**config.mk**
```make
export PLATFORM = sky130hd
export DESIGN_NAME = axi_gpio_flat
export DESIGN_NICKNAME = d
export VERILOG_FILES = /design/src/rtl/soc_pkg.sv /design/src/rtl/axi_lite_if.sv /design/src/rtl/axi_gpio.sv /design/src/flat_wrapper.sv
export VERILOG_INCLUDE_DIRS = /design/src /design/src/rtl
export SDC_FILE = /design/constraint.sdc
export NUM_CORES = 1
export LEC_CHECK = 0
export ABC_AREA = 0
export BUFFER_PORTS_ARGS = -buffer_cell sky130_fd_sc_hd__buf_2
export CORE_AREA = 2 2 67 69
export DETAILED_ROUTE_END_ITERATION = 12
export DIE_AREA = 0 0 69 71
export PLACE_DENSITY = 0.87
export SYNTH_ARGS = -nofsm -noshare
export SYNTH_HDL_FRONTEND = slang
export SYNTH_SLANG_ARGS = --single-unit
```
**constraint.sdc**
```tcl
create_clock -name clk -period 2.8 [get_ports clk]
set_input_delay 0.56 -clock clk [delete_from_list [all_inputs] [get_ports clk]]
set_output_delay 0.56 -clock clk [all_outputs]
set_load 0.005 [all_outputs]
```
**src/rtl/soc_cfg.svh**
```systemverilog
`ifndef SOC_CFG_SVH
`define SOC_CFG_SVH

// bus widths
`define AXI_ADDR_W 32
`define AXI_DATA_W 32
`define AXI_STRB_W (`AXI_DATA_W / 8)

// sram window, depth in words
`define SRAM_BASE 32'h0000_0000
`define SRAM_WORDS 256

// gpio window: offset 0 gpio_out, offset 4 gpio_in
`define GPIO_BASE 32'h1000_0000
`define GPIO_SPAN 8
`define GPIO_W 8

`endif

```
**src/rtl/soc_pkg.sv**
```systemverilog
`include "soc_cfg.svh"

package soc_pkg;

    typedef logic [`AXI_ADDR_W-1:0] axi_addr_t;
    typedef logic [`AXI_DATA_W-1:0] axi_data_t;
    typedef logic [`AXI_STRB_W-1:0] axi_strb_t;
    typedef logic [1:0] axi_resp_t;
    typedef logic [`GPIO_W-1:0] gpio_t;

    localparam axi_resp_t RESP_OKAY = 2'b00;
    localparam axi_resp_t RESP_DECERR = 2'b11;

    // arbiter grant
    typedef enum logic [1:0] {IDLE, GRANT_FETCH, GRANT_LSU} arb_state_e;

    // crossbar target of the transaction in flight
    typedef enum logic [1:0] {SEL_NONE, SEL_SRAM, SEL_GPIO, SEL_ERR} slv_sel_e;

    // slave handshake fsm
    typedef enum logic [1:0] {SLV_IDLE, SLV_RDATA, SLV_BRESP} slv_state_e;

endpackage

```
**src/rtl/axi_lite_if.sv**
```systemverilog
`timescale 1ns/1ns

interface axi_lite_if import soc_pkg::*; ();

    axi_addr_t araddr;
    logic arvalid;
    logic arready;

    axi_data_t rdata;
    axi_resp_t rresp;
    logic rvalid;
    logic rready;

    axi_addr_t awaddr;
    logic awvalid;
    logic awready;

    axi_data_t wdata;
    axi_strb_t wstrb;
    logic wvalid;
    logic wready;

    axi_resp_t bresp;
    logic bvalid;
    logic bready;

    modport master (
        output araddr, arvalid, rready, awaddr, awvalid, wdata, wstrb, wvalid, bready,
        input arready, rdata, rresp, rvalid, awready, wready, bresp, bvalid
    );

    modport slave (
        input araddr, arvalid, rready, awaddr, awvalid, wdata, wstrb, wvalid, bready,
        output arready, rdata, rresp, rvalid, awready, wready, bresp, bvalid
    );

endinterface

```
**src/rtl/axi_gpio.sv**
```systemverilog
`timescale 1ns/1ns
`include "soc_cfg.svh"

module axi_gpio import soc_pkg::*; (
    input logic clk,
    input logic rst_n,
    axi_lite_if.slave bus,
    input gpio_t gpio_in,
    output gpio_t gpio_out
);

    slv_state_e state;
    axi_data_t rdata_q;
    gpio_t in_meta;
    gpio_t in_sync;
    logic wr_go;

    assign wr_go = (state == SLV_IDLE) && !bus.arvalid && bus.awvalid && bus.wvalid;

    assign bus.arready = (state == SLV_IDLE);
    assign bus.awready = wr_go;
    assign bus.wready = wr_go;
    assign bus.rvalid = (state == SLV_RDATA);
    assign bus.rdata = rdata_q;
    assign bus.rresp = RESP_OKAY;
    assign bus.bvalid = (state == SLV_BRESP);
    assign bus.bresp = RESP_OKAY;

    always_ff @(posedge clk) begin
        if (!rst_n) begin
            state <= SLV_IDLE;
            gpio_out <= '0;
            in_meta <= '0;
            in_sync <= '0;
        end else begin
            // two-flop synchronizer on the pins
            in_meta <= gpio_in;
            in_sync <= in_meta;
            case (state)
                SLV_IDLE: begin
                    if (bus.arvalid) begin
                        state <= SLV_RDATA;
                    end else if (wr_go) begin
                        state <= SLV_BRESP;
                    end
                end
                SLV_RDATA: if (bus.rready) state <= SLV_IDLE;
                SLV_BRESP: if (bus.bready) state <= SLV_IDLE;
                default: state <= SLV_IDLE;
            endcase
            // offset 4 is read only
            if (wr_go && !bus.awaddr[2] && bus.wstrb[0]) begin
                gpio_out <= bus.wdata[`GPIO_W-1:0];
            end
        end
    end

    always_ff @(posedge clk) begin
        if (bus.arvalid && bus.arready) begin
            rdata_q <= bus.araddr[2] ? axi_data_t'(in_sync) : axi_data_t'(gpio_out);
        end
    end

endmodule

```
**src/flat_wrapper.sv**
```systemverilog
// flat-port wrapper written by rule: the top's interface ports become plain ports
module axi_gpio_flat import soc_pkg::*;
  (clk, rst_n, gpio_in, gpio_out, bus_araddr, bus_arvalid, bus_rready, bus_awaddr, bus_awvalid, bus_wdata, bus_wstrb, bus_wvalid, bus_bready, bus_arready, bus_rdata, bus_rresp, bus_rvalid, bus_awready, bus_wready, bus_bresp, bus_bvalid);
  axi_lite_if bus_i ();
  input logic clk;
  input logic rst_n;
  input gpio_t gpio_in;
  output gpio_t gpio_out;
  input wire logic [$bits(bus_i.araddr)-1:0] bus_araddr;
  input wire logic [$bits(bus_i.arvalid)-1:0] bus_arvalid;
  input wire logic [$bits(bus_i.rready)-1:0] bus_rready;
  input wire logic [$bits(bus_i.awaddr)-1:0] bus_awaddr;
  input wire logic [$bits(bus_i.awvalid)-1:0] bus_awvalid;
  input wire logic [$bits(bus_i.wdata)-1:0] bus_wdata;
  input wire logic [$bits(bus_i.wstrb)-1:0] bus_wstrb;
  input wire logic [$bits(bus_i.wvalid)-1:0] bus_wvalid;
  input wire logic [$bits(bus_i.bready)-1:0] bus_bready;
  output wire logic [$bits(bus_i.arready)-1:0] bus_arready;
  output wire logic [$bits(bus_i.rdata)-1:0] bus_rdata;
  output wire logic [$bits(bus_i.rresp)-1:0] bus_rresp;
  output wire logic [$bits(bus_i.rvalid)-1:0] bus_rvalid;
  output wire logic [$bits(bus_i.awready)-1:0] bus_awready;
  output wire logic [$bits(bus_i.wready)-1:0] bus_wready;
  output wire logic [$bits(bus_i.bresp)-1:0] bus_bresp;
  output wire logic [$bits(bus_i.bvalid)-1:0] bus_bvalid;
  assign bus_i.araddr = bus_araddr;
  assign bus_i.arvalid = bus_arvalid;
  assign bus_i.rready = bus_rready;
  assign bus_i.awaddr = bus_awaddr;
  assign bus_i.awvalid = bus_awvalid;
  assign bus_i.wdata = bus_wdata;
  assign bus_i.wstrb = bus_wstrb;
  assign bus_i.wvalid = bus_wvalid;
  assign bus_i.bready = bus_bready;
  assign bus_arready = bus_i.arready;
  assign bus_rdata = bus_i.rdata;
  assign bus_rresp = bus_i.rresp;
  assign bus_rvalid = bus_i.rvalid;
  assign bus_awready = bus_i.awready;
  assign bus_wready = bus_i.wready;
  assign bus_bresp = bus_i.bresp;
  assign bus_bvalid = bus_i.bvalid;
  axi_gpio u_core (.clk(clk), .rst_n(rst_n), .bus(bus_i), .gpio_in(gpio_in), .gpio_out(gpio_out));
endmodule
```
==> metrics.md <==
| Metric | Value |
|---|---|
| Synth Warn # | `0` |
| Critical path launch point type | `input pin` |
| Critical Path Most Common Cell | `buf_2` |
| Hold depth | `1` |
| Final wirelength | `2440 microns` |
| Yosys cell types | `18` |
| Crit-path cells | `buf_2, nand3b_4, nor3_1, buf_2` |
| Final hold violations | `0` |
| Highest clock rate | `0.5841 GHz` |
| Max_cap viols | `0` |
| Nets | `291` |
| Fin crit share | `0.6115` |
| Cells on worst reg2reg path | `2` |
| CP delay by family, top | `simple AND/OR/NAND/NOR gates` |
| Leakage | `0.0007985 uW` |
| Worst slack, placed | `0.9384 ns` |
| Fin util | `0.4024` |
| Clock skew | `approximately 0.0086 ns` |
| Initial antenna violation count | `0` |
| Routed Antenna Nets | `0` |
| Clock root cell | `clkbuf_8` |
| Initial Util | `0.3435` |
| Status | `completed` |
| Synth Register Bits | `34` |
| Worst Path Required | `2.24 ns` |
| Synth Instances | `130` |
| Layout cells sized above 1 | `0.3672` |
| Die ar. | `0.004899 sq mm` |
| First drt pass iteration count | `5` |
| Die height | `roughly 71 microns` |
| CP Data Arrival Time | `between 1 and 1.5 ns` |
| Met3 Routed Length | `roughly 370 microns` |
| Grt ovf | `0` |
| Slowest cell on crit path | `nand3b_4` |
| Routed met1 length | `between 900 and 1000 microns` |
| Wire per inst | `between 10 and 15 microns` |
| # port buffers | `46` |
| Routability cong. | `slightly above 0.7` |
| Min cycle time layout | `~1.7 ns` |
| Crit. End Element | `output pin` |
| Power per cell area | `between 500 and 600 mW/mm^2` |
| Worst-Margin Slew | `around 0.73 ns` |
| DRC errors left | `0` |
| Worst path depth | `4` |
| Vias in the first global route | `approximately 840` |
| Starting DRC count in detailed routing | `48` |
| Final Cell Area | `approximately 0.0017 sq mm` |
| Post-Syn Area | `around 0.0014 sq mm` |
| Top Layer Used | `met4` |
| Setup ws final | `between 1 and 1.5 ns` |
| Row count | `24` |
| H-tree levels | `2` |
| Metal2 WL | `1098 microns` |
| CTS buffer count | `5` |
| Tot GR Track Use | `0.1005` |
| Via/cell ratio | `slightly below 4` |
| Post-CTS Repair Setup Buffers | `0` |
| First-pass GRT wire length | `3870 microns` |
| Largest net degree at the start of global routing | `34` |
| Buf+Inv Stages, Crit Path | `2` |
| VDD IR max | `about 0.20 mV` |
| Diodes inserted | `0` |
| CTS hold repair buffers | `0` |
| Layout area overhead | `17.16%` |
| Seq/Total Area, Yosys | `0.5269` |
| Dpl hpwl | `about 1900 microns` |
| Relative slew slack | `0.5086` |
| Setup_tns | `0 ns` |
| Type of the worst min-delay path | `reg -> reg` |
| Final Max Tran Viols | `0` |
| CTS tree | `built` |
| Clk Latency, worst-skew pair | `~0.27 ns` |
| WS Path Type | `in -> out` |
| Resize count post-CTS | `0` |
| Worst path max stage delay | `approximately 0.17 ns` |
| Cell Area, Placed | `0.001600 sq mm` |
| # clock sinks | `34` |
| Vias | `slightly below 900` |
| Syn avg cell area | `around 11 sq um` |
| Worst Path Max Fanout | `3` |
| Worst-path clk slew | `~0.070 ns` |
| Core box area | `0.004204 sq mm` |
| Die width | `between 60 and 70 microns` |
| Count of final setup violators | `0` |
| IO Pins | `between 150 and 200` |
| Clk buf depth | `2` |
| RSZ-0062 raised after global routing | `false` |
-- cell usage in the layout, fill, tap and decap left out --
master,synthesis,final
clkbuf_1,4,1
nand2b_1,1,1
nor2b_1,2,2
nor2_1,2,2
a2111oi_0,1,1
nor4_4,1,1
nand3b_4,1,1
mux2_2,9,9
nand2_1,16,16
clkbuf_8,0,6
clkinv_2,0,1
conb_1,1,28
dfxtp_1,26,26
nor3_1,2,2
and2_1,16,16
mux2i_1,8,8
and2_2,1,1
buf_2,0,46
edfxtp_1,8,8
inv_1,1,1
-- cells by family (layout without fill, tap and decap cells) --
kind of cell	after synthesis	count (layout)	share of synthesized area
compound gates	1	1	0.006067
buf+inv	35	55	0.1690
flops	34	34	0.5269
mux	17	17	0.1257
other cells	1	28	0.002597
simple gates	42	42	0.1699
-- final timing paths --
check	startpoint	slack, ns	endpoint
worst max-delay path	bus_arvalid	1.09	bus_awready
worst min-delay path	u_core.in_meta[6]	0.43	u_core.in_sync[6]
worst max register to register	u_core.state[1]	1.35	u_core.gpio_out[2]
worst min register to register	u_core.in_meta[6]	0.43	u_core.in_sync[6]
-- power by group --
| group | switching, uW | leakage, uW | internal (uW) |
|---|---|---|---|
| combinational | 42.5 | 0.000460 | 38.5 |
| sequential | 8.33 | 0.000290 | 526 |
| clock | 155 | 0.0000482 | 198 |
-- per-stage QoR --
stage | hold WS, ns | total power [uW] | instances
2_1_floorplan | 0.4119 | 618.5 | 157
3_3_place_gp | 0.4152 | 624.1 | 221
3_5_place_dp | 0.4185 | 626.5 | 221
4_1_cts | 0.4331 | 977.3 | 229
5_1_grt | 0.4464 | 1011 | 229
6_report | 0.4267 | 968.4 | 229
-- state kept, by name (all words and copies together), names as in the netlist --
register	flops
u_core.bus.rdata	8
u_core.gpio_out	8
u_core.in_meta	8
u_core.in_sync	8
u_core.state	2
-- cells in the mapped netlist, drive strengths merged --
cell | number | area, sq um
a2111oi | 1 | 8.760
clkbuf | 4 | 15.01
nand2b | 1 | 6.260
nor2 | 2 | 7.510
mux2 | 9 | 101.4
nand2 | 16 | 60.06
edfxtp | 8 | 240.2
buf | 30 | 225.2
nor4 | 1 | 21.27
and2 | 17 | 107.6
nand3b | 1 | 20.02
inv | 1 | 3.750
dfxtp | 26 | 520.5
nor2b | 2 | 12.51
mux2i | 8 | 80.08
conb | 1 | 3.750
nor3 | 2 | 10.01
-- cell type report --
class                      count  area [sq um]
inverter                       1         3.754
multi-input combinational     88         540.5
timing repair buffer          46         230.2
fill                         428          2512
tap                           52         65.06
sequential                    34         760.7
clock buffer                   7         86.33
clock inverter                 1         5.005
-- per-layer routing --
metal  global-route usage  vias to the layer above
li1                     -                      454
met2               0.1592                       59
met3              0.05413                        2
met5                    0                        -
met4              0.04575                        0
met1               0.1117                      375
-- worst reg2reg max path: stages (launching register included) --
cell and delay, ns:
dfxtp_1 0.39, nor4_4 0.71, mux2i_1 0.28
(Power assumes the default switching activity.)
