## config.mk

```make
export PLATFORM = sky130hd
export DESIGN_NAME = axi_arbiter_flat
export DESIGN_NICKNAME = d
export VERILOG_FILES = /design/src/rtl/soc_pkg.sv /design/src/rtl/axi_lite_if.sv /design/src/rtl/axi_arbiter.sv /design/src/flat_wrapper.sv
export VERILOG_INCLUDE_DIRS = /design/src /design/src/rtl
export SDC_FILE = /design/constraint.sdc
export NUM_CORES = 1
export LEC_CHECK = 0
export BUFFER_PORTS_ARGS = -buffer_cell sky130_fd_sc_hd__buf_2
export CAP_MARGIN = 10
export CORE_AREA = 2 2 140 142
export DETAILED_ROUTE_END_ITERATION = 12
export DIE_AREA = 0 0 142 144
export GPL_TIMING_DRIVEN = 0
export PLACE_DENSITY_LB_ADDON = 0.25
export SYNTH_ARGS = -nofsm -noshare
export SYNTH_HDL_FRONTEND = slang
export SYNTH_SLANG_ARGS = --single-unit
```

## constraint.sdc

```tcl
create_clock -name clk -period 2.24 [get_ports clk]
set_input_delay 0.448 -clock clk [delete_from_list [all_inputs] [get_ports clk]]
set_output_delay 0.448 -clock clk [all_outputs]
set_load 0.01 [all_outputs]
```

## src/rtl/soc_cfg.svh

```systemverilog
`ifndef SOC_CFG_SVH
`define SOC_CFG_SVH

// bus widths
`define AXI_ADDR_W 32
`define AXI_DATA_W 32
`define AXI_STRB_W (`AXI_DATA_W / 8)

// sram window, depth in words
`define SRAM_BASE 32'h0000_0000
`define SRAM_WORDS 256

// gpio window: offset 0 gpio_out, offset 4 gpio_in
`define GPIO_BASE 32'h1000_0000
`define GPIO_SPAN 8
`define GPIO_W 8

`endif

```

## src/rtl/soc_pkg.sv

```systemverilog
`include "soc_cfg.svh"

package soc_pkg;

    typedef logic [`AXI_ADDR_W-1:0] axi_addr_t;
    typedef logic [`AXI_DATA_W-1:0] axi_data_t;
    typedef logic [`AXI_STRB_W-1:0] axi_strb_t;
    typedef logic [1:0] axi_resp_t;
    typedef logic [`GPIO_W-1:0] gpio_t;

    localparam axi_resp_t RESP_OKAY = 2'b00;
    localparam axi_resp_t RESP_DECERR = 2'b11;

    // arbiter grant
    typedef enum logic [1:0] {IDLE, GRANT_FETCH, GRANT_LSU} arb_state_e;

    // crossbar target of the transaction in flight
    typedef enum logic [1:0] {SEL_NONE, SEL_SRAM, SEL_GPIO, SEL_ERR} slv_sel_e;

    // slave handshake fsm
    typedef enum logic [1:0] {SLV_IDLE, SLV_RDATA, SLV_BRESP} slv_state_e;

endpackage

```

## src/rtl/axi_lite_if.sv

```systemverilog
`timescale 1ns/1ns

interface axi_lite_if import soc_pkg::*; ();

    axi_addr_t araddr;
    logic arvalid;
    logic arready;

    axi_data_t rdata;
    axi_resp_t rresp;
    logic rvalid;
    logic rready;

    axi_addr_t awaddr;
    logic awvalid;
    logic awready;

    axi_data_t wdata;
    axi_strb_t wstrb;
    logic wvalid;
    logic wready;

    axi_resp_t bresp;
    logic bvalid;
    logic bready;

    modport master (
        output araddr, arvalid, rready, awaddr, awvalid, wdata, wstrb, wvalid, bready,
        input arready, rdata, rresp, rvalid, awready, wready, bresp, bvalid
    );

    modport slave (
        input araddr, arvalid, rready, awaddr, awvalid, wdata, wstrb, wvalid, bready,
        output arready, rdata, rresp, rvalid, awready, wready, bresp, bvalid
    );

endinterface

```

## src/rtl/axi_arbiter.sv

```systemverilog
`timescale 1ns/1ns

module axi_arbiter import soc_pkg::*; (
    input logic clk,
    input logic rst_n,

    // fetch unit, read only
    input axi_addr_t fetch_araddr,
    input logic fetch_arvalid,
    output logic fetch_arready,
    output axi_data_t fetch_rdata,
    output axi_resp_t fetch_rresp,
    output logic fetch_rvalid,
    input logic fetch_rready,

    // load-store unit
    input axi_addr_t lsu_araddr,
    input logic lsu_arvalid,
    output logic lsu_arready,
    output axi_data_t lsu_rdata,
    output axi_resp_t lsu_rresp,
    output logic lsu_rvalid,
    input logic lsu_rready,
    input axi_addr_t lsu_awaddr,
    input logic lsu_awvalid,
    output logic lsu_awready,
    input axi_data_t lsu_wdata,
    input axi_strb_t lsu_wstrb,
    input logic lsu_wvalid,
    output logic lsu_wready,
    output axi_resp_t lsu_bresp,
    output logic lsu_bvalid,
    input logic lsu_bready,

    axi_lite_if.master xbar
);

    arb_state_e state;
    arb_state_e state_next;
    logic fetch_gnt;
    logic lsu_gnt;
    logic r_done;
    logic b_done;

    assign fetch_gnt = (state == GRANT_FETCH);
    assign lsu_gnt = (state == GRANT_LSU);
    assign r_done = xbar.rvalid && xbar.rready;
    assign b_done = xbar.bvalid && xbar.bready;

    // lsu wins over fetch, grant held until the response is taken
    always_comb begin
        state_next = state;
        case (state)
            IDLE: begin
                if (lsu_arvalid || lsu_awvalid) begin
                    state_next = GRANT_LSU;
                end else if (fetch_arvalid) begin
                    state_next = GRANT_FETCH;
                end
            end
            GRANT_FETCH: begin
                if (r_done) begin
                    state_next = IDLE;
                end
            end
            GRANT_LSU: begin
                if (r_done || b_done) begin
                    state_next = IDLE;
                end
            end
            default: state_next = IDLE;
        endcase
    end

    always_ff @(posedge clk) begin
        if (!rst_n) begin
            state <= IDLE;
        end else begin
            state <= state_next;
        end
    end

    // request side toward the crossbar
    always_comb begin
        xbar.araddr = '0;
        xbar.arvalid = 1'b0;
        xbar.rready = 1'b0;
        xbar.awaddr = '0;
        xbar.awvalid = 1'b0;
        xbar.wdata = '0;
        xbar.wstrb = '0;
        xbar.wvalid = 1'b0;
        xbar.bready = 1'b0;
        if (lsu_gnt) begin
            xbar.araddr = lsu_araddr;
            xbar.arvalid = lsu_arvalid;
            xbar.rready = lsu_rready;
            xbar.awaddr = lsu_awaddr;
            xbar.awvalid = lsu_awvalid;
            xbar.wdata = lsu_wdata;
            xbar.wstrb = lsu_wstrb;
            xbar.wvalid = lsu_wvalid;
            xbar.bready = lsu_bready;
        end else if (fetch_gnt) begin
            xbar.araddr = fetch_araddr;
            xbar.arvalid = fetch_arvalid;
            xbar.rready = fetch_rready;
        end
    end

    // losers see zeros
    assign fetch_arready = fetch_gnt && xbar.arready;
    assign fetch_rdata = fetch_gnt ? xbar.rdata : '0;
    assign fetch_rresp = fetch_gnt ? xbar.rresp : RESP_OKAY;
    assign fetch_rvalid = fetch_gnt && xbar.rvalid;

    assign lsu_arready = lsu_gnt && xbar.arready;
    assign lsu_rdata = lsu_gnt ? xbar.rdata : '0;
    assign lsu_rresp = lsu_gnt ? xbar.rresp : RESP_OKAY;
    assign lsu_rvalid = lsu_gnt && xbar.rvalid;
    assign lsu_awready = lsu_gnt && xbar.awready;
    assign lsu_wready = lsu_gnt && xbar.wready;
    assign lsu_bresp = lsu_gnt ? xbar.bresp : RESP_OKAY;
    assign lsu_bvalid = lsu_gnt && xbar.bvalid;

    // an unaccepted response keeps the lsu grant
    a_lsu_grant_held: assert property (@(posedge clk) disable iff (!rst_n)
        lsu_gnt && ((xbar.rvalid && !xbar.rready) || (xbar.bvalid && !xbar.bready))
        |=> state == GRANT_LSU);

endmodule

```

## src/flat_wrapper.sv

```systemverilog
// flat-port wrapper written by rule: the top's interface ports become plain ports
module axi_arbiter_flat import soc_pkg::*;
  (clk, rst_n, fetch_araddr, fetch_arvalid, fetch_arready, fetch_rdata, fetch_rresp, fetch_rvalid, fetch_rready, lsu_araddr, lsu_arvalid, lsu_arready, lsu_rdata, lsu_rresp, lsu_rvalid, lsu_rready, lsu_awaddr, lsu_awvalid, lsu_awready, lsu_wdata, lsu_wstrb, lsu_wvalid, lsu_wready, lsu_bresp, lsu_bvalid, lsu_bready, xbar_araddr, xbar_arvalid, xbar_rready, xbar_awaddr, xbar_awvalid, xbar_wdata, xbar_wstrb, xbar_wvalid, xbar_bready, xbar_arready, xbar_rdata, xbar_rresp, xbar_rvalid, xbar_awready, xbar_wready, xbar_bresp, xbar_bvalid);
  axi_lite_if xbar_i ();
  input logic clk;
  input logic rst_n;
  input axi_addr_t fetch_araddr;
  input logic fetch_arvalid;
  output logic fetch_arready;
  output axi_data_t fetch_rdata;
  output axi_resp_t fetch_rresp;
  output logic fetch_rvalid;
  input logic fetch_rready;
  input axi_addr_t lsu_araddr;
  input logic lsu_arvalid;
  output logic lsu_arready;
  output axi_data_t lsu_rdata;
  output axi_resp_t lsu_rresp;
  output logic lsu_rvalid;
  input logic lsu_rready;
  input axi_addr_t lsu_awaddr;
  input logic lsu_awvalid;
  output logic lsu_awready;
  input axi_data_t lsu_wdata;
  input axi_strb_t lsu_wstrb;
  input logic lsu_wvalid;
  output logic lsu_wready;
  output axi_resp_t lsu_bresp;
  output logic lsu_bvalid;
  input logic lsu_bready;
  output wire logic [$bits(xbar_i.araddr)-1:0] xbar_araddr;
  output wire logic [$bits(xbar_i.arvalid)-1:0] xbar_arvalid;
  output wire logic [$bits(xbar_i.rready)-1:0] xbar_rready;
  output wire logic [$bits(xbar_i.awaddr)-1:0] xbar_awaddr;
  output wire logic [$bits(xbar_i.awvalid)-1:0] xbar_awvalid;
  output wire logic [$bits(xbar_i.wdata)-1:0] xbar_wdata;
  output wire logic [$bits(xbar_i.wstrb)-1:0] xbar_wstrb;
  output wire logic [$bits(xbar_i.wvalid)-1:0] xbar_wvalid;
  output wire logic [$bits(xbar_i.bready)-1:0] xbar_bready;
  input wire logic [$bits(xbar_i.arready)-1:0] xbar_arready;
  input wire logic [$bits(xbar_i.rdata)-1:0] xbar_rdata;
  input wire logic [$bits(xbar_i.rresp)-1:0] xbar_rresp;
  input wire logic [$bits(xbar_i.rvalid)-1:0] xbar_rvalid;
  input wire logic [$bits(xbar_i.awready)-1:0] xbar_awready;
  input wire logic [$bits(xbar_i.wready)-1:0] xbar_wready;
  input wire logic [$bits(xbar_i.bresp)-1:0] xbar_bresp;
  input wire logic [$bits(xbar_i.bvalid)-1:0] xbar_bvalid;
  assign xbar_araddr = xbar_i.araddr;
  assign xbar_arvalid = xbar_i.arvalid;
  assign xbar_rready = xbar_i.rready;
  assign xbar_awaddr = xbar_i.awaddr;
  assign xbar_awvalid = xbar_i.awvalid;
  assign xbar_wdata = xbar_i.wdata;
  assign xbar_wstrb = xbar_i.wstrb;
  assign xbar_wvalid = xbar_i.wvalid;
  assign xbar_bready = xbar_i.bready;
  assign xbar_i.arready = xbar_arready;
  assign xbar_i.rdata = xbar_rdata;
  assign xbar_i.rresp = xbar_rresp;
  assign xbar_i.rvalid = xbar_rvalid;
  assign xbar_i.awready = xbar_awready;
  assign xbar_i.wready = xbar_wready;
  assign xbar_i.bresp = xbar_bresp;
  assign xbar_i.bvalid = xbar_bvalid;
  axi_arbiter u_core (.clk(clk), .rst_n(rst_n), .fetch_araddr(fetch_araddr), .fetch_arvalid(fetch_arvalid), .fetch_arready(fetch_arready), .fetch_rdata(fetch_rdata), .fetch_rresp(fetch_rresp), .fetch_rvalid(fetch_rvalid), .fetch_rready(fetch_rready), .lsu_araddr(lsu_araddr), .lsu_arvalid(lsu_arvalid), .lsu_arready(lsu_arready), .lsu_rdata(lsu_rdata), .lsu_rresp(lsu_rresp), .lsu_rvalid(lsu_rvalid), .lsu_rready(lsu_rready), .lsu_awaddr(lsu_awaddr), .lsu_awvalid(lsu_awvalid), .lsu_awready(lsu_awready), .lsu_wdata(lsu_wdata), .lsu_wstrb(lsu_wstrb), .lsu_wvalid(lsu_wvalid), .lsu_wready(lsu_wready), .lsu_bresp(lsu_bresp), .lsu_bvalid(lsu_bvalid), .lsu_bready(lsu_bready), .xbar(xbar_i));
endmodule
```

==> results.md, run 1 <==
- Status: completed
- CP delay by family, top: buffers and inverters
- PwrDens: roughly 290 nW/µm²
- GPL Wtd Cong: ~0.76
- Biggest register: u_core.state
- FP Rows: 51
- Post-Syn Nets: 400
- Multiplexer share of the synthesized area: 0
- Ant diodes: 0
- Avg Inst Size Synth: approximately 6.7 µm²
- Vias in the first global route: around 2400
- Width of the die: roughly 140 µm
- Crit path kind: reg -> out
- CTS Buf Count: 3
- Setup crit end kind: output pin
- CP max stage delay: about 0.38 ns
- Final setup fails: 0
- Yosys top cell by area: and2_1
- Synth top area cells: and2_1, a22o_1, clkbuf_2, buf_2, dfxtp_1
- Critical Path Source Type: flip-flop
- Global-route wire length before repair: approximately 12 mm
- CP required: 1.79 ns
- Fin. Hold Viols: 0
- Unrepaired setup endpoints after global routing: false
- Routed WL per cell: 11.5 µm
- Pre-CTS setup slack: between 0.2 and 0.3 ns
- Most common library cells after synthesis: and2_1, a22o_1, clkbuf_2, buf_2, nor2b_1
- DR iter-0 viols: 56
- Hold WC Path Type: in -> reg
- Core area: 19100 µm²
- FF+latch count, synth: 2
- Slew margin rel.: 0.792
- CTS tree: done
- Design area: between 3000 and 4000 µm²
- Synth Area in Adders: 0
- Antenna violations before repair: 0
- Static Leakage: ~2.4 nW
- Clock Latency Late Sink: 0.22 ns
- Synth Area in Compound Gates: 0.228
- DRC: 0
- Most common cell in the netlist: and2_1
- Worst-Margin Slew: 0.304 ns
- Post-synth ARST share: 0
- Vias per cell: ~3.5
- Max FFs per register: 2
- Worst-path clk slew: 0.03 ns
- Xor and xnor fraction of the mapped netlist area: 0
- Placed Cells: just over 800
- Final slew viol count: 0
- Root Buffer: clkbuf_16
- Top Registers: u_core.state x2
- Worst path buffer plus inverter count: 3
- Final cell count without fillers: 822
- Final core utilization: 0.191
- Clk_skew: 0.00177 ns
- Clock Power Share: 0.255
- Share of layout cells above drive strength 1: 0.668
- Mapped Cells: 218
- Port bufs: 363
- Deepest clock path buffer count: 2
- HPWL after detailed placement: around 8.4 mm
- Initial Util: 0.0763
- MaxCap Viol Count: 0
- R2r worst-path depth: 4
- Routed wire length: around 9.4 mm
- VDD IR max: around 0.00017 V
- Critical path fanouts, max: 10
- Seq/Total Area, Yosys: 0.0275
- Number of I/O pins: 364
- First-pass iteration count of the detailed router: 4
- Fmax: 0.486 GHz
- Synth Area in Simple Gates: 0.658
- Fin crit share: 0.919
- Pwr Total: about 1.0 mW
- Yosys Warn Count: 0
- Synth Flop Type: dfxtp_1
- Largest net degree at the start of global routing: 11
- Critical Path AT: 1.61 ns
- Area growth syn-to-layout: 151%
- Post-placement cell area: 3570 µm²
- Combinational share of power: 0.705
- Final min period: between 2 and 2.5 ns
- Clk sinks: 2
- Final WS setup: 0.182 ns
- Internal Power: 0.642 mW
- Largest family of logic cells by synthesized area: simple AND/OR/NAND/NOR gates
- Psw: roughly 0.40 mW
- Worst-path cell chain: nor2b_1 -> clkbuf_4 -> clkbuf_2 -> and2_1 -> buf_2
- Worst hold slack: 0.480 ns
- Worst hold path depth: 3
- Synth cell types: 12
- Stages on worst setup path: 5
- Number of synthesized flops with an enable pin: 0
- Post-Syn Area: ~1500 µm²
- Grt ovf: 0
- Die Area: a little over 20000 µm²
- Chip height: 144 µm
- Setup_tns: 0 ns
- Switching part of the total: 0.385
- Sequential share of power: 0.040
- Top-area cell type share of the netlist area: 0.636
- Antenna Nets Post-Route: 0
- CP max stage cell: dfxtp_1
- GRT Util Overall: 0.0770
- Nets@finish: roughly 770
- DR vias: roughly 2900
- H-tree levels: 1
-- cell type report --
type	instances	area [µm²]
multi-input cells	191	1290
inverters	1	3.75
plain buffers	24	125
repair buffers	363	1820
well taps	238	298
fillers	2162	15400
flip-flops and latches	2	40.0
clock buffers	3	75.1
-- what timing repair did --
action | CTS | global route
setup buffers | 0 | 0
endpoints found under the setup margin | 0 | 20
hold buffers | 0 | 0
resized for setup | 0 | 1
-- worst min-delay path: stages --
cell,delay (ns)
buf_2,0.11
inv_1,0.04
a2111oi_0,0.05
-- power by group through the flow --
stage	logic, mW	clock network (mW)	registers, mW
after floorplan	0.346	0	0.0409
after global placement	0.758	0	0.0420
after detailed placement	0.749	0	0.0420
after CTS	0.752	0.269	0.0416
after global routing	0.814	0.274	0.0422
final	0.736	0.267	0.0416
-- worst paths after layout --
kind,from,to,slack [ns]
hold reg to reg,u_core.state[0],u_core.state[1],0.52
setup / recovery,u_core.state[1],xbar_wdata[14],0.18
hold / removal,rst_n,u_core.state[1],0.48
setup reg to reg,u_core.state[0],u_core.state[0],0.99
-- cells in the final DEF (no fill, tap or decap), types with 2 or more instances in the layout --
cell       netlist  layout
buf_2           10     372
clkbuf_2        13      13
and2_1         148     148
dfxtp_1          2       2
clkbuf_16        0       3
a22o_1          36      36
nor2b_1          3       3
-- kinds of logic (layout without fill, tap and decap cells) --
group / Yosys count / count (layout)
flip-flops: 2 / 2
AO/OA/AOI/OAI: 38 / 38
AND/OR/NAND/NOR: 153 / 153
buffers and inverters: 25 / 391
-- routing by layer --
metal / track usage / share of wire
met5: 0 / 0
met4: 0.0142 / 0.0060
met3: 0.00563 / 0.074
met2: 0.173 / 0.57
met1: 0.0746 / 0.35
(Power assumes the default switching activity.)
==> run 2, diff against run 1 <==
==> constraint.sdc (replaced) <==
create_clock -name clk -period 2.24 [get_ports clk]
set_input_delay 0.448 -clock clk [delete_from_list [all_inputs] [get_ports clk]]
set_output_delay 0.448 -clock clk [all_outputs]
set_load 0.02 [all_outputs]
==> run 2 against run 1 <==
  * Wire length unchanged
  * Total power increased by 15%
  * Sequential share of layout area unchanged
  * Fmax decreased by 0.38%
  * Clock-buffer cell count unchanged
  * Clock skew unchanged
  * Hold slack unchanged
  * Combinational power increased by 21%
  * Cell area unchanged
  * Die area unchanged
  * Largest power group unchanged
==> results.md, run 2 (same netlist as run 1, synthesis figures left out) <==
- Status: completed
- FP Rows: 51 (unchanged)
- Crit path kind: reg -> out
- Final setup fails: 0 (unchanged)
- Largest net degree at the start of global routing: 11 (unchanged)
- Clock Latency Late Sink: 0.22 ns (about the same)
- Fin crit share: 0.922 (+0.00353)
- R2r worst-path depth: 4 (unchanged)
- Commonest non-fill, non-tap cells in the layout: buf_2, and2_1, a22o_1
- Port bufs: 363 (unchanged)
- Static Leakage: 2.40 nW (about the same)
- Setup crit end kind: output pin
- DR iter-0 viols: 56 (unchanged)
- Clk_skew: 0.00177 ns (unchanged)
- Clock Power Share: 0.222 (-0.033)
- Clk sinks: 2 (unchanged)
- Root Buffer: clkbuf_16
- First-pass iteration count of the detailed router: 4 (unchanged)
- Routed wire length: 9.43 mm (unchanged)
- Max FFs per register: 2 (unchanged)
- Worst Min Path Start: rst_n
- PwrDens: 329 nW/µm² (+15%)
- Width of the die: 142 µm (unchanged)
- Switching part of the total: 0.464 (+0.0784)
- Hold Path Sink: u_core.state[1]
- DRC: 0 (unchanged)
- Internal Power: 0.644 mW (+0.32%)
- H-tree levels: 1 (unchanged)
- Biggest register: u_core.state
- Initial Util: 0.0763 (unchanged)
- Critical Path Source Type: flip-flop
- Antenna Nets Post-Route: 0 (unchanged)
- Deepest clock path buffer count: 2 (unchanged)
- Number of I/O pins: 364 (unchanged)
- Nets@finish: 768 (unchanged)
- HPWL after detailed placement: 8.44 mm (unchanged)
- Combinational share of power: 0.743 (+0.038)
- MaxCap Viol Count: 0 (unchanged)
- Placed Cells: 819 (unchanged)
- CP max stage delay: 0.39 ns (about the same)
- Antenna violations before repair: 0 (unchanged)
- Worst hold path depth: 3 (unchanged)
- FF-to-FF End: u_core.state[0]
- Final cell count without fillers: 822 (unchanged)
- Critical path fanouts, max: 10 (unchanged)
- Slew margin rel.: 0.792 (unchanged)
- Unrepaired setup endpoints after global routing: false
- R2r setup slk: 0.99 ns (about the same)
- Vias in the first global route: 2431 (unchanged)
- Fin. Hold Viols: 0 (unchanged)
- CTS Buf Count: 3 (unchanged)
- GRT Util Overall: 0.0770 (unchanged)
- DR vias: 2895 (unchanged)
- Psw: 0.557 mW (+38%)
- Core area: 19100 µm² (unchanged)
- Final slew viol count: 0 (unchanged)
- Vias per cell: 3.52 (unchanged)
- Reg2reg start: u_core.state[0]
- Share of layout cells above drive strength 1: 0.668 (unchanged)
- Worst-Margin Slew: 0.304 ns (unchanged)
- Chip height: 144 µm (unchanged)
- Die Area: 20400 µm² (unchanged)
- CP max stage cell: dfxtp_1
- Top Registers: u_core.state x2
- VDD IR max: 0.000171 V (+0.97%)
- Cell repeated most along the worst path: buf_2
- Critical Path AT: 1.62 ns (about the same)
- Routed WL per cell: 11.5 µm (unchanged)
- Worst-path cell chain: nor2b_1 -> buf_2 -> buf_2 -> a22o_1 -> buf_2
- Fmax: 0.484 GHz (-0.38%)
- Global-route wire length before repair: 12.2 mm (unchanged)
- Worst-path clk slew: 0.03 ns (about the same)
- CTS Hold Buffers Added: 0 (unchanged)
- CP required: 1.79 ns (about the same)
- Sequential share of power: 0.035 (-0.005)
- Setup_tns: 0 ns (unchanged)
- Hold WC Path Type: in -> reg
- Grt ovf: 0 (unchanged)
- Ant diodes: 0 (unchanged)
- Commonest non-fill, non-tap cell in the layout: buf_2
- Area growth syn-to-layout: 151% (unchanged)
- GPL Wtd Cong: 0.756 (unchanged)
- CTS tree: done
- Final min period: 2.07 ns (+0.00792 ns)
[run 2: changes by cell type in the layout (fill, tap and decap cells not counted), sizes merged]
| cell | delta |
|---|---|
| clkbuf | -1 |
| buf | +1 |
[run 2: how the worst max path moves through the flow]
stage,from,cells after the start,endpoint,slack [ns]
2_1_floorplan,u_core.state[1],4,lsu_arready,0.70
3_3_place_gp,u_core.state[1],5,xbar_wdata[14],0.25
3_5_place_dp,u_core.state[1],5,xbar_wdata[14],0.22
4_1_cts,u_core.state[0],5,xbar_araddr[0],0.10
5_1_grt,u_core.state[0],5,xbar_araddr[0],0.02
6_report,u_core.state[0],5,xbar_araddr[0],0.17
[run 2: cell type report]
type | instances | area [µm²]
inverters | 1 | 3.75
well taps | 238 | 298
flip-flops and latches | 2 | 40.0
repair buffers | 363 | 1820
clock buffers | 3 | 75.1
fillers | 2162 | 15400
multi-input cells | 191 | 1290
plain buffers | 24 | 125
[run 2: power groups by stage]
stage                     logic, mW  registers (mW)  clock network (mW)
after floorplan               0.501          0.0409                   0
after global placement        0.914          0.0420                   0
after detailed placement      0.905          0.0420                   0
after CTS                     0.909          0.0416               0.269
after global routing          0.970          0.0422               0.274
final                         0.893          0.0416               0.267
[run 2: worst max-delay path: cells and delay by family (launching register included)]
kind / cells / cell delay [ns]
simple gates: 1 / 0.14
buf+inv: 3 / 0.66
flops: 1 / 0.39
compound gates: 1 / 0.21
[run 2: per-layer routing]
| layer | part of all wire | track usage | routed length (µm) | vias to the layer above |
|---|---|---|---|---|
| met4 | 0.0060 | 0.0142 | 57 | 0 |
| met1 | 0.35 | 0.0746 | 3310 | 1232 |
| met5 | 0 | 0 | 0 | - |
| met3 | 0.074 | 0.00563 | 697 | 4 |
| met2 | 0.57 | 0.173 | 5360 | 213 |
| li1 | - | - | - | 1446 |
[run 2: through the flow]
step	utilization	hold slack [ns]	instance area [µm²]	setup slack, ns	power [mW]
after global placement	0.187	0.508	3570	0.254	0.956
after CTS	0.191	0.482	3650	0.103	1.22
after detailed placement	0.187	0.501	3570	0.219	0.947
final	0.191	0.480	3650	0.175	1.20
after global routing	0.191	0.497	3650	0.0222	1.29
after floorplan	-	0.459	1460	0.699	0.542
[run 2: timing repair]
action,CTS,global route
gates resized for setup,1,0
buffers inserted,0,0
setup endpoints to repair,2,0
==> run 3, diff against run 2 <==
--- a/config.mk
+++ b/config.mk
@@ -12,7 +12,7 @@
 export DETAILED_ROUTE_END_ITERATION = 12
 export DIE_AREA = 0 0 142 144
 export GPL_TIMING_DRIVEN = 0
-export PLACE_DENSITY_LB_ADDON = 0.25
+export PLACE_DENSITY = 0.46
 export SYNTH_ARGS = -nofsm -noshare
 export SYNTH_HDL_FRONTEND = slang
 export SYNTH_SLANG_ARGS = --single-unit
==> run 3 against run 2 <==
  * Fmax decreased by 1.4%
  * Sequential share of layout area about the same
  * Combinational power increased by 2.8%
  * Wire length increased by 25%
  * Final cell count increased by 0.12%
  * Sequential power about the same
  * Utilization increased by 0.052 points
  * Highest routed layer unchanged
==> results.md, run 3 (same netlist as run 1, synthesis figures left out) <==
- Vias per cell: 3.57 (+1.3%)
- Chip height: 144 µm (unchanged)
- Commonest non-fill, non-tap cells in the layout: buf_2, and2_1, a22o_1
- Largest net degree at the start of global routing: 11 (unchanged)
- VDD IR max: 0.000169 V (-0.94%)
- GPL Wtd Cong: 0.779 (+3.0%)
- Critical path fanouts, max: 10 (unchanged)
- Hold WC Path Type: in -> reg
- Deepest clock path buffer count: 2 (unchanged)
- DR vias: 2935 (+1.4%)
- Root Buffer: clkbuf_16
- Setup_tns: 0 ns (unchanged)
- Fmax: 0.477 GHz (-1.4%)
- DRC: 0 (unchanged)
- Port bufs: 363 (unchanged)
- Static Leakage: 2.40 nW (about the same)
- Area growth syn-to-layout: 151%
- PwrDens: 335 nW/µm² (+1.9%)
- Clk_skew: 0.000362 ns (-0.00141 ns)
- Crit path kind: reg -> out
- Width of the die: 142 µm (unchanged)
- Final slew viol count: 0 (unchanged)
- Worst hold slack: 0.487 ns (+0.00624 ns)
- Biggest register: u_core.state
- Slew margin rel.: 0.791 (-0.00121)
- Worst hold path depth: 3 (unchanged)
- GRT Util Overall: 0.0984 (+0.0214)
- Setup crit end kind: output pin
- First-pass iteration count of the detailed router: 4 (unchanged)
- Fin. Hold Viols: 0 (unchanged)
- Core area: 19100 µm² (unchanged)
- Clk sinks: 2 (unchanged)
- Unrepaired setup endpoints after global routing: false
- Number of I/O pins: 364 (unchanged)
- Die Area: 20400 µm² (unchanged)
- Vias in the first global route: 2596 (+6.8%)
- Post-placement cell area: 3570 µm² (unchanged)
- Max FFs per register: 2 (unchanged)
- Final core utilization: 0.192 (+0.000524)
- Final setup fails: 0 (unchanged)
- Status: completed
- Global-route wire length before repair: 15.1 mm (+24%)
- Routed WL per cell: 14.3 µm (+24%)
- Antenna violations before repair: 1 (+1)
- Critical Path AT: 1.65 ns (+0.03 ns)
- Fin crit share: 0.935 (+0.0133)
- Grt ovf: 0 (unchanged)
- Clock Latency Late Sink: 0.22 ns (about the same)
- Nets@finish: 768 (unchanged)
- Worst-Margin Slew: 0.306 ns (+0.00177 ns)
- Design area: 3660 µm² (+0.27%)
- Top Registers: u_core.state x2
- FP Rows: 51 (unchanged)
- Worst-path clk slew: 0.03 ns (about the same)
- HPWL after detailed placement: 10.5 mm (+24%)
- Routed wire length: 11.7 mm (+25%)
- Final min period: 2.10 ns (+0.0298 ns)
- Commonest non-fill, non-tap cell in the layout: buf_2
- R2r worst-path depth: 4 (unchanged)
- H-tree levels: 1 (unchanged)
- Antenna Nets Post-Route: 0 (unchanged)
- Critical Path Source Type: flip-flop
- CTS Buf Count: 3 (unchanged)
- Share of layout cells above drive strength 1: 0.668 (unchanged)
- CTS tree: done
- MaxCap Viol Count: 0 (unchanged)
- CP required: 1.79 ns (about the same)
- Initial Util: 0.0763 (unchanged)
- DR iter-0 viols: 70 (+25%)
## run 3: repair_timing
item / CTS / global route
hold buffers: 0 / 0
gates resized for setup: 0 / 5
buffers inserted: 0 / 0
endpoints found under the setup margin: 0 / 66
endpoints found under the hold margin: 0 / 0
## run 3: cell type report
cell class / count / area [µm²]
Sequential cell: 2 / 40.0
Timing Repair Buffer: 363 / 1820
Buffer: 24 / 133
Inverter: 1 / 3.75
Fill cell: 2208 / 15400
Multi-Input combinational cell: 191 / 1290
Tap cell: 238 / 298
Clock buffer: 3 / 75.1
Antenna cell: 1 / 2.50
## run 3: power breakdown
group          total (mW)  internal [mW]  switching [mW]
clock network       0.267          0.227          0.0395
logic               0.918          0.379           0.539
registers          0.0415         0.0385         0.00308
total                1.23          0.645           0.582
## run 3: routing by layer
metal	vias to the layer above	track usage	wire, µm
met5	-	0	0
met4	0	0.0205	162
met1	1272	0.115	4540
met2	207	0.189	6020
li1	1448	-	-
met3	8	0.0149	1020
## run 3: final timing paths
path                    from              end  slack (ns)
max reg2reg  u_core.state[0]  u_core.state[0]        0.97
min                    rst_n  u_core.state[1]        0.49
max          u_core.state[1]   xbar_awaddr[0]        0.14
min reg2reg  u_core.state[0]  u_core.state[1]        0.52
## run 3: worst max-delay path: stages, from the launching register on
cell and delay, ns:
dfxtp_1 0.38, nor2b_1 0.18, clkbuf_4 0.27, clkbuf_2 0.24, and2_1 0.18, buf_2 0.17
## run 3: through the flow
stage	cells	worst slack [ns]	power [mW]
3_5_place_dp	819	0.253	0.971
3_3_place_gp	819	0.263	0.971
2_1_floorplan	218	0.699	0.542
4_1_cts	822	0.0143	1.25
6_report	823	0.145	1.23
5_1_grt	823	0.00908	1.31
